File: src/source/scratchpad_defs.svh
`ifndef SCRATCHPAD_DEFS_SVH
`define SCRATCHPAD_DEFS_SVH

// DRAM address width
`define SP_WORD_W 32

// One matrix row, four 16-bit elements
`define SP_ROW_W 64

// Matrix geometry and store size
`define SP_ROWS 4
`define SP_SLOTS 16

// Instruction FIFO depth
`define SP_INSTR_DEPTH 4

// Opcodes in the top two instruction bits
`define SP_OP_LOAD 2'b01
`define SP_OP_GEMM 2'b11

// Byte stride between consecutive rows in DRAM
`define SP_ROW_BYTES 8

`endif
File: src/source/scratchpad_pkg.sv
`default_nettype none

`include "scratchpad_defs.svh"

package scratchpad_pkg;

    // Basic vectors
    typedef logic [`SP_WORD_W-1:0] addr_t;
    typedef logic [`SP_ROW_W-1:0] row_t;
    typedef logic [$clog2(`SP_ROWS)-1:0] row_sel_t;
    typedef logic [$clog2(`SP_SLOTS)-1:0] slot_t;

    // Instruction fields
    typedef logic [1:0] opcode_t;

    // {opcode, slot, address}
    // GEMM packs new_weight and three slots in the address field
    typedef logic [$bits(opcode_t)+$bits(slot_t)+`SP_WORD_W-1:0] instr_t;

    // Load controller
    typedef enum logic [1:0] {
        FETCH,
        DECODE,
        REQ,
        WAIT_GEMM
    } load_state_t;

    // GEMM controller
    typedef enum logic [1:0] {
        IDLE,
        WEIGHT,
        INPUT,
        DRAIN
    } gemm_state_t;

endpackage

`default_nettype wire

File: src/source/scratchpad_ifs.sv
`timescale 1ns/1ps
`default_nettype none

// Load controller write port into the matrix store
interface load_bank_if import scratchpad_pkg::*; ();
    logic wen;
    slot_t wslot;
    row_sel_t wrow;
    row_t wdata;

    modport master (output wen, wslot, wrow, wdata);
    modport store (input wen, wslot, wrow, wdata);
endinterface

// GEMM controller dual read port, data one cycle after ren
interface gemm_bank_if import scratchpad_pkg::*; ();
    logic ren;
    slot_t rslot_a;
    slot_t rslot_b;
    row_sel_t rrow;
    row_t rdata_a;
    row_t rdata_b;

    modport reader (output ren, rslot_a, rslot_b, rrow, input rdata_a, rdata_b);
    modport store (input ren, rslot_a, rslot_b, rrow, output rdata_a, rdata_b);
endinterface

// GEMM dispatch from the load controller to the GEMM controller
interface gemm_cmd_if import scratchpad_pkg::*; ();
    logic start;
    logic new_weight;
    slot_t weight_slot;
    slot_t input_slot;
    slot_t psum_slot;
    logic busy;

    modport dispatch (
        output start, new_weight, weight_slot, input_slot, psum_slot,
        input busy
    );
    modport engine (
        input start, new_weight, weight_slot, input_slot, psum_slot,
        output busy
    );
endinterface

`default_nettype wire

File: src/source/scratchpad.sv
`timescale 1ns/1ps
`default_nettype none

`include "scratchpad_defs.svh"

module scratchpad import scratchpad_pkg::*; (
    input wire logic CLK,
    input wire logic rst,

    // Host instruction push
    input wire logic instr_wen,
    input wire instr_t instr_wdata,
    output logic instr_full,

    // DRAM load port
    output logic sLoad,
    output addr_t load_addr,
    input wire logic sLoad_hit,
    input wire row_sel_t sLoad_row,
    input wire row_t load_data,

    // Systolic array
    output logic weight_enable,
    output logic input_enable,
    output logic partial_enable,
    output row_t weight_input_data,
    output row_sel_t weight_input_row_sel,
    output row_t partial_sum_data,
    output row_sel_t partial_sum_row_sel,
    output logic gemm_complete,
    input wire logic fifo_has_space,
    input wire logic drained
);

    instr_t instr_rdata;
    logic instr_empty;
    logic instr_ren;

    load_bank_if lb_if ();
    gemm_bank_if gb_if ();
    gemm_cmd_if cmd_if ();

    instr_fifo #(
        .T(instr_t),
        .DEPTH(`SP_INSTR_DEPTH)
    ) instr_fifo_i (
        .CLK(CLK),
        .rst(rst),
        .wen(instr_wen),
        .wdata(instr_wdata),
        .ren(instr_ren),
        .rdata(instr_rdata),
        .full(instr_full),
        .empty(instr_empty)
    );

    load_fsm load_fsm_i (
        .CLK(CLK),
        .rst(rst),
        .instr(instr_rdata),
        .instr_empty(instr_empty),
        .instr_ren(instr_ren),
        .sLoad(sLoad),
        .load_addr(load_addr),
        .sLoad_hit(sLoad_hit),
        .sLoad_row(sLoad_row),
        .load_data(load_data),
        .bank(lb_if.master),
        .cmd(cmd_if.dispatch)
    );

    gemm_fsm gemm_fsm_i (
        .CLK(CLK),
        .rst(rst),
        .cmd(cmd_if.engine),
        .bank(gb_if.reader),
        .fifo_has_space(fifo_has_space),
        .drained(drained),
        .weight_enable(weight_enable),
        .input_enable(input_enable),
        .partial_enable(partial_enable),
        .weight_input_data(weight_input_data),
        .weight_input_row_sel(weight_input_row_sel),
        .partial_sum_data(partial_sum_data),
        .partial_sum_row_sel(partial_sum_row_sel),
        .gemm_complete(gemm_complete)
    );

    // Single bank shared by loads and GEMM reads
    scratchpad_bank scratchpad_bank_i (
        .CLK(CLK),
        .wr(lb_if.store),
        .rd(gb_if.store)
    );

endmodule

`default_nettype wire

File: src/source/scratchpad_bank.sv
`timescale 1ns/1ps
`default_nettype none

`include "scratchpad_defs.svh"

module scratchpad_bank import scratchpad_pkg::*; (
    input wire logic CLK,
    load_bank_if.store wr,
    gemm_bank_if.store rd
);

    localparam int DEPTH = `SP_SLOTS * `SP_ROWS;
    localparam int ADDR_W = $bits(slot_t) + $bits(row_sel_t);

    // Rows of one slot are contiguous
    row_t mem [DEPTH];

    logic [ADDR_W-1:0] waddr;
    logic [ADDR_W-1:0] raddr_a;
    logic [ADDR_W-1:0] raddr_b;

    assign waddr = {wr.wslot, wr.wrow};
    assign raddr_a = {rd.rslot_a, rd.rrow};
    assign raddr_b = {rd.rslot_b, rd.rrow};

    always_ff @(posedge CLK) begin
        if (wr.wen) begin
            mem[waddr] <= wr.wdata;
        end
    end

    // Both ports share the row index, one cycle of latency
    always_ff @(posedge CLK) begin
        if (rd.ren) begin
            rd.rdata_a <= mem[raddr_a];
            rd.rdata_b <= mem[raddr_b];
        end
    end

endmodule

`default_nettype wire

File: src/source/gemm_fsm.sv
`timescale 1ns/1ps
`default_nettype none

`include "scratchpad_defs.svh"

module gemm_fsm import scratchpad_pkg::*; (
    input wire logic CLK,
    input wire logic rst,
    gemm_cmd_if.engine cmd,
    gemm_bank_if.reader bank,
    input wire logic fifo_has_space,
    input wire logic drained,
    output logic weight_enable,
    output logic input_enable,
    output logic partial_enable,
    output row_t weight_input_data,
    output row_sel_t weight_input_row_sel,
    output row_t partial_sum_data,
    output row_sel_t partial_sum_row_sel,
    output logic gemm_complete
);

    localparam row_sel_t LAST_ROW = row_sel_t'(`SP_ROWS - 1);

    gemm_state_t state_q;
    row_sel_t row_q;
    slot_t w_slot_q;
    slot_t i_slot_q;
    slot_t p_slot_q;

    // Tracks the read whose data shows up this cycle
    logic w_pend_q;
    logic in_pend_q;
    row_sel_t pend_row_q;

    logic rd_weight;
    logic rd_input;
    logic done;
    logic launch;

    assign rd_weight = (state_q == WEIGHT);
    assign rd_input = (state_q == INPUT) && fifo_has_space;

    // Last input row must be out before completion
    assign done = (state_q == DRAIN) && drained && !in_pend_q;
    assign launch = cmd.start && ((state_q == IDLE) || done);

    assign gemm_complete = done;
    assign cmd.busy = (state_q != IDLE) && !done;

    assign bank.ren = rd_weight || rd_input;
    assign bank.rslot_a = rd_weight ? w_slot_q : i_slot_q;
    assign bank.rslot_b = p_slot_q;
    assign bank.rrow = row_q;

    // Bank output registers feed the array directly
    assign weight_enable = w_pend_q;
    assign input_enable = in_pend_q;
    assign partial_enable = in_pend_q;
    assign weight_input_data = bank.rdata_a;
    assign partial_sum_data = bank.rdata_b;
    assign weight_input_row_sel = pend_row_q;
    assign partial_sum_row_sel = pend_row_q;

    always_ff @(posedge CLK) begin
        if (launch) begin
            w_slot_q <= cmd.weight_slot;
            i_slot_q <= cmd.input_slot;
            p_slot_q <= cmd.psum_slot;
        end
        if (bank.ren) begin
            pend_row_q <= row_q;
        end
    end

    always_ff @(posedge CLK) begin
        if (rst) begin
            state_q <= IDLE;
            row_q <= '0;
            w_pend_q <= 1'b0;
            in_pend_q <= 1'b0;
        end else begin
            w_pend_q <= rd_weight;
            in_pend_q <= rd_input;
            if (launch) begin
                // Weights are skipped when the array keeps its old ones
                row_q <= '0;
                state_q <= cmd.new_weight ? WEIGHT : INPUT;
            end else begin
                case (state_q)
                    WEIGHT: begin
                        row_q <= row_q + 1'b1;
                        if (row_q == LAST_ROW) begin
                            state_q <= INPUT;
                        end
                    end
                    INPUT: begin
                        if (fifo_has_space) begin
                            row_q <= row_q + 1'b1;
                            if (row_q == LAST_ROW) begin
                                state_q <= DRAIN;
                            end
                        end
                    end
                    DRAIN: begin
                        if (done) begin
                            state_q <= IDLE;
                        end
                    end
                    default: state_q <= IDLE;
                endcase
            end
        end
    end

endmodule

`default_nettype wire

File: src/source/load_fsm.sv
`timescale 1ns/1ps
`default_nettype none

`include "scratchpad_defs.svh"

module load_fsm import scratchpad_pkg::*; (
    input wire logic CLK,
    input wire logic rst,
    input wire instr_t instr,
    input wire logic instr_empty,
    output logic instr_ren,
    output logic sLoad,
    output addr_t load_addr,
    input wire logic sLoad_hit,
    input wire row_sel_t sLoad_row,
    input wire row_t load_data,
    load_bank_if.master bank,
    gemm_cmd_if.dispatch cmd
);

    localparam row_sel_t LAST_ROW = row_sel_t'(`SP_ROWS - 1);

    load_state_t state_q;
    instr_t cur_q;
    row_sel_t row_q;

    opcode_t op;
    slot_t slot;
    addr_t base;

    assign {op, slot, base} = cur_q;

    // Pop whenever an instruction waits in FETCH
    assign instr_ren = (state_q == FETCH) && !instr_empty;

    // Request stays up with a fixed address until the hit
    assign sLoad = (state_q == REQ);
    assign load_addr = base + addr_t'(row_q) * addr_t'(`SP_ROW_BYTES);

    // Returned row goes straight into the store
    assign bank.wen = (state_q == REQ) && sLoad_hit;
    assign bank.wslot = slot;
    assign bank.wrow = sLoad_row;
    assign bank.wdata = load_data;

    // GEMM fields live in the low address bits
    assign cmd.new_weight = base[12];
    assign cmd.weight_slot = base[11:8];
    assign cmd.input_slot = base[7:4];
    assign cmd.psum_slot = base[3:0];
    assign cmd.start = (state_q == WAIT_GEMM) && !cmd.busy;

    always_ff @(posedge CLK) begin
        if (instr_ren) begin
            cur_q <= instr;
        end
    end

    always_ff @(posedge CLK) begin
        if (rst) begin
            state_q <= FETCH;
            row_q <= '0;
        end else begin
            case (state_q)
                FETCH: begin
                    if (instr_ren) begin
                        state_q <= DECODE;
                    end
                end
                DECODE: begin
                    row_q <= '0;
                    case (op)
                        `SP_OP_LOAD: state_q <= REQ;
                        `SP_OP_GEMM: state_q <= WAIT_GEMM;
                        // Anything else is dropped
                        default: state_q <= FETCH;
                    endcase
                end
                REQ: begin
                    if (sLoad_hit) begin
                        row_q <= row_q + 1'b1;
                        if (row_q == LAST_ROW) begin
                            state_q <= FETCH;
                        end
                    end
                end
                WAIT_GEMM: begin
                    // start pulses in this cycle and the next instruction may overlap
                    if (!cmd.busy) begin
                        state_q <= FETCH;
                    end
                end
                default: state_q <= FETCH;
            endcase
        end
    end

endmodule

`default_nettype wire

File: src/source/instr_fifo.sv
`timescale 1ns/1ps
`default_nettype none

module instr_fifo #(
    parameter type T = logic [7:0],
    parameter int DEPTH = 4
) (
    input wire logic CLK,
    input wire logic rst,
    input wire logic wen,
    input wire T wdata,
    input wire logic ren,
    output T rdata,
    output logic full,
    output logic empty
);

    localparam int PTR_W = (DEPTH > 1) ? $clog2(DEPTH) : 1;
    localparam int CNT_W = $clog2(DEPTH + 1);

    T mem [DEPTH];
    logic [PTR_W-1:0] wptr;
    logic [PTR_W-1:0] rptr;
    logic [CNT_W-1:0] count;
    logic push;
    logic pop;

    assign full = (count == CNT_W'(DEPTH));
    assign empty = (count == '0);
    assign push = wen && !full;
    assign pop = ren && !empty;

    // Head is visible without a read cycle
    assign rdata = mem[rptr];

    always_ff @(posedge CLK) begin
        if (push) begin
            mem[wptr] <= wdata;
        end
    end

    always_ff @(posedge CLK) begin
        if (rst) begin
            wptr <= '0;
            rptr <= '0;
            count <= '0;
        end else begin
            // Explicit wrap keeps non-binary depths correct too
            if (push) begin
                wptr <= (wptr == PTR_W'(DEPTH - 1)) ? '0 : wptr + 1'b1;
            end
            if (pop) begin
                rptr <= (rptr == PTR_W'(DEPTH - 1)) ? '0 : rptr + 1'b1;
            end
            count <= count + CNT_W'(push) - CNT_W'(pop);
        end
    end

endmodule

`default_nettype wire

File: config.mk
export PLATFORM = sky130hd
export DESIGN_NAME = scratchpad
export DESIGN_NICKNAME = d
export VERILOG_FILES = /design/src/source/scratchpad_pkg.sv /design/src/source/scratchpad_ifs.sv /design/src/source/scratchpad.sv /design/src/source/scratchpad_bank.sv /design/src/source/gemm_fsm.sv /design/src/source/load_fsm.sv /design/src/source/instr_fifo.sv
export VERILOG_INCLUDE_DIRS = /design/src /design/src/source
export SDC_FILE = /design/constraint.sdc
export NUM_CORES = 2
export LEC_CHECK = 0
export ABC_AREA = 0
export BUFFER_PORTS_ARGS = -buffer_cell sky130_fd_sc_hd__buf_2
export CAP_MARGIN = 40
export CORE_MARGIN = 3
export CORE_UTILIZATION = 30
export DETAILED_ROUTE_END_ITERATION = 8
export HOLD_SLACK_MARGIN = 0.15
export PLACE_DENSITY = 0.51
export SETUP_SLACK_MARGIN = 0.05
export SLEW_MARGIN = 20
export SYNTH_ARGS = -nofsm -noshare
export SYNTH_HDL_FRONTEND = slang
export SYNTH_HIERARCHICAL = 1
export SYNTH_MEMORY_MAX_BITS = 65536
export SYNTH_SLANG_ARGS = --single-unit
export TNS_END_PERCENT = 10
File: constraint.sdc
create_clock -name CLK -period 7.55 [get_ports CLK]
set_clock_uncertainty 0.15 [all_clocks]
set_input_delay 1.51 -clock CLK [delete_from_list [all_inputs] [get_ports CLK]]
set_output_delay 1.51 -clock CLK [all_outputs]
set_load 0.02 [all_outputs]
# Yosys cells after proc, flatten, opt, wreduce, memory -nomap -nowiden
# Memories as Yosys holds them, arrays and structs flattened. A register that Yosys moved wholly into a read port is not among the register bits.
# Index checks and enable logic that the tools add are counted.
# totals
regBits	31
latch_bits	0
mem_bits_rw	4248
romBits	0
inputBits	110
out_inout_bits	170
elab_cells	96
mem_count	2
# mem_list
name	depth	width	rd	rd_ports_with_merged_regs	wr	line	text
scratchpad_bank_i.mem	64	64	2	2	1	scratchpad_bank.sv:16	row_t mem [DEPTH];
instr_fifo_i.mem	4	38	1	1	1	instr_fifo.sv:21	T mem [DEPTH];
# op_classes
addsub	7
n_mul	0
div	0
order_cmp	0
n_eq_ne	22
shift	0
mux	24
n_bitwise	0
n_reduce_logical	28
# op_table
operator	n
adder 32 x 5 -> 32 bit	1
two-way mux 2 bit	14
equality test 2 bit, second input constant	9
case mux 2 bit (2 select lines)	3
logical AND 1 bit	10
adder 2 x 1 -> 2 bit, second input constant	4
case mux 2 bit (4 select lines)	1
AND reduction 4 bit	2
equality test 2 x 1 -> 1 bit, second input constant	3
inequality test 2 bit, second input constant	3
inequality test 3 x 2 -> 1 bit, second input constant	2
case mux 2 bit (3 select lines)	1
nonzero test 2 bit	3
zero test 1 bit	5
zero test 2 bit	2
two-way mux 1 bit	4
two-way mux 4 bit	1
inequality test 2 x 1 -> 1 bit, second input constant	2
AND reduction 2 bit	2
adder 3 x 1 -> 3 bit	1
equality test 3 bit, second input constant	1
zero test 3 bit	1
inequality test 3 x 1 -> 1 bit, second input constant	1
inequality test 3 bit, second input constant	1
3 further kinds	4

# Logic depth before layout (Yosys ltp)
# logic_depth
depth_word	10
depth_mapped	11
ltp_nobuf	11

# By module
# The synthesis kept the hierarchy.
# modules_own_cells
module	instances	cells_per_inst	area_each_um2	seq_area_each_um2
scratchpad_bank	1	7531	163802.1	126841.7
instr_fifo	1	248	5958.2	4744.6
load_fsm	1	237	2615.0	1221.2
gemm_fsm	1	192	1869.3	540.5

# Worst setup path before layout
# No wires, ideal clock.
# synth_path
path_type	input to register
startpoint	input sLoad_hit
endpoint	memory scratchpad_bank_i/mem[46][0] (netlist name), enable pin
setup_ns	0.487
arrival_ns	4.878
required_ns	6.913
setup_slack_ns	2.035
path_stages	4
path_buffers	0
cell_sequence	and2_1 -> nor2b_1 -> nand3_1 -> nor2_1
# synth_between
elab_chain_len	3
# synth_lines
element	line	text
from (decl)	scratchpad.sv:18	input wire logic sLoad_hit,
logical AND 1 bit	load_fsm.sv:41	assign bank.wen = (state_q == REQ) && sLoad_hit;
two-way mux 1 bit	scratchpad_bank.sv:27	if (wr.wen) begin
two-way mux 1 bit (implied by the code)	scratchpad_bank.sv:28	mem[waddr] <= wr.wdata;
to (decl)	scratchpad_bank.sv:16	
# No other way between the ends.

# Worst setup path after layout
# layout_path
startpoint	register load_fsm_i.row_q[0]
endpoint	output load_addr[27]
# layout_between
elab_chain_len	1
# layout_lines
element	line	text
from (decl)	load_fsm.sv:25	row_sel_t row_q;
from (signal assigned)	load_fsm.sv:81	row_q <= row_q + 1'b1;
adder 32 x 5 -> 32 bit	load_fsm.sv:38	assign load_addr = base + addr_t'(row_q) * addr_t'(`SP_ROW_BYTES);
to (decl)	scratchpad.sv:17	output addr_t load_addr,
# No other way between the ends.

==> results_dict.tcl <==
set metrics [dict create \
    cts_tree "done" \
    hp-class "flip-flop to flip-flop" \
    max_freq_mhz 190.5 \
    post_dp_cell_area_um2 186100 \
    critical_path_class "flip-flop to output port" \
    gr-total-overflow 0 \
    gp_congestion 0.8076 \
    grt_start_max_net_pins 124 \
    rsz0062_at_grt "false" \
    area_growth_pct 15.47 \
    drt_wl_total_um 557900 \
    insertion_delay_ps 1070 \
    syn_inst 8208 \
    grt_pass1_wl_um 764900 \
    cts_sinks 4447 \
    cap_violations 0 \
    synthFlopType "edfxtp_1" \
    antenna_found_initial 70 \
    vdd_drop_max_mv 0.2395 \
    die_area_um2 590000 \
    tightest_slew_ps 1225 \
    fin_setup_tns_ps 0 \
    ys_seq_area_share_pct 76.53 \
    p_leak_nw 59.99 \
    syn-cell-area_um2 174200 \
    drcViolationCount 0 \
    slowest_stage "nor4_4" \
    yosys_warnings 6 \
    vias_per_cell 5.493 \
    cts_max_level 5 \
    p_total_mw 62.95 \
    core_area_um2 578100 \
    worst_slack_ps 2301 \
    ctsHoldBuffers 0 \
    vias 91710 \
    grt_pass1_vias 91540 \
    maxSlewViolCount 0 \
    post-place-ws_ps 2045 \
    crit_path_max_fanout 7 \
    async_reset_ff_share_pct 0 \
    die_h_um 768.1 \
    cts_root_buffer "clkbuf_16" \
    clkTransAtPathRegs_ps 60 \
    timing.final.crit_share_pct 69.53 \
    clock_path_buffers 4 \
    final_hold_viol_count 0 \
    ant_nets 0 \
    finalSetupViolCount 0 \
    end_kind "output port" \
    numPortBuffers 279 \
    syn-num-nets 8337 \
    yosysUniqueCellTypes 55 \
    final_area_um2 201200 \
    cts_resized 0 \
    die_x_um 768.1 \
    timing.max_slew.rel_slack_pct 18.30 \
    critPathRequiredTime_ps 5890 \
    cp_cell_sequence "ha_1 > inv_1 > fa_1 > nand4b_1 > nor4_4 > nand4_1 > xnor2_1 > buf_2" \
    nets 8676 \
    wl_per_cell_um 33.41 \
    drt_iter0_drc 12770 \
    drtPass1Iterations 6 \
    max_stage_delay_ps 540 \
    layout-drive-gt1-share_pct 27.60 \
    start_util_pct 30.14 \
    worstPathArrival_ps 3590 \
    start_kind "flip-flop" \
    whs_ps 317.9 \
    cts_buffers 463 \
    post_cts_buffers 0 \
    synth_edf_count 4428 \
    outcome "complete, no violations" \
    num_io_pins 280 \
    row_count 279 \
    period_minus_slack_ps 5249 \
    dp.final_hpwl_um 325800 \
    grt_use_total_pct 18.34 \
    power_density_nw_per_um2 312.9 \
    ys_ff_latch 4447 \
    avgSynthCellArea_um2 21.23 \
]
-- cell usage in the layout (no fill, tap or decap), drive strengths merged, types with 24 or more instances in the layout --
cell / netlist / final
a21oi: 517 / 517
a22oi: 1026 / 1026
buf: 397 / 621
bufinv: 0 / 38
clkbuf: 350 / 533
clkinv: 0 / 253
clkinvlp: 0 / 24
edfxtp: 4428 / 4428
inv: 17 / 34
mux4: 1062 / 1062
nor2: 83 / 83
or4: 128 / 128
-- final cells by class --
class	count	area, um^2
fillers	53570	376900
flip-flops and latches	4447	133400
multi-input cells	2997	37490
clock buffers	533	11890
well taps	7727	9668
repair buffers	621	5669
clock inverters	332	2993
inverters	17	63.81
diodes	23	57.56
-- Yosys cell counts, types with 5 or more instances --
master    count  area share, %
xnor2_1      23           0.12
and3_2        8          0.034
buf_1        58           0.12
clkbuf_1    349           0.75
nand2_1      20          0.043
ha_1         17           0.12
nor3_1        6          0.017
mux4_2     1062             14
xor2_1        7          0.035
edfxtp_1   4428             76
inv_1        17          0.037
nand3_1      15          0.043
nand2b_1      9          0.032
nand4_1      11          0.039
and3_1        5          0.018
buf_6        19           0.12
buf_4       234            1.0
or4_1       128           0.55
a22oi_1    1026            4.4
nor2b_1      11          0.039
nor2_1       82           0.18
dfxtp_1      19           0.22
buf_2        86           0.25
a21oi_1     517            1.5
-- flip-flops by register name, indices dropped and copies added (netlist names), 2 cells and up, named ones only --
name	count
scratchpad_bank_i/mem	4096
instr_fifo_i/mem	152
scratchpad_bank_i/rd.rdata_a	64
scratchpad_bank_i/rd.rdata_b	64
load_fsm_i/cur_q	38
gemm_fsm_i/bank.rslot_b	4
gemm_fsm_i/i_slot_q	4
gemm_fsm_i/w_slot_q	4
instr_fifo_i/count	3
gemm_fsm_i/bank.rrow	2
gemm_fsm_i/partial_sum_row_sel	2
gemm_fsm_i/state_q	2
instr_fifo_i/rptr	2
instr_fifo_i/wptr	2
load_fsm_i/row_q	2
load_fsm_i/state_q	2
-- report_power, final --
group | leakage, nW | switching [mW] | internal (mW)
clock | 7.25 | 9.85 | 12.6
sequential | 40.0 | 0.496 | 28.0
combinational | 12.7 | 7.54 | 4.46
-- stage by stage --
stage	utilization [%]	cells
after floorplan	-	8208
after global placement	31.99	15750
after detailed placement	32.20	15800
after CTS	34.77	16670
after global routing	34.79	16680
final	34.80	16700
-- cell families (layout without fill, tap and decap cells) --
logic type               after synthesis  count (layout)  synth area share (%)
other                                  0              23                     0
XOR/XNOR                              30              30                0.1508
adder cells (fa/ha/maj)               19              19                0.1450
AND/OR/NAND/NOR                      322             322                 1.132
flip-flops                          4447            4447                 76.53
buffers and inverters                764            1503                 2.294
multiplexers                        1069            1069                 13.77
AO/OA/AOI/OAI                       1557            1557                 5.979
-- critical path, delay by kind of cell, from the launching register on --
family,cells,cell delay (ps)
adder cells (fa/ha/maj),2,660
XOR/XNOR,1,230
flip-flops,1,410
AND/OR/NAND/NOR,3,990
buffers and inverters,2,280
-- per-layer routing --
metal | vias up | wire [um] | track usage, %
li1 | 35820 | - | -
met2 | 5048 | 263300 | 29.43
met1 | 49910 | 224100 | 25.13
met5 | - | 288 | 0
met3 | 891 | 52440 | 4.096
met4 | 44 | 17760 | 5.142
-- final timing paths --
check        slack [ps]                   from  cells past startpoint                           end
max reg2reg        2980  load_fsm_i/state_q[1]                      7  scratchpad_bank_i/mem[8][11]
min                 320    load_fsm_i/cur_q[0]                      0    gemm_fsm_i/bank.rslot_b[0]
max                2300    load_fsm_i/row_q[0]                      8                 load_addr[27]
min reg2reg         320    load_fsm_i/cur_q[0]                      0    gemm_fsm_i/bank.rslot_b[0]
No activity file was read; power rests on OpenSTA's default activity.
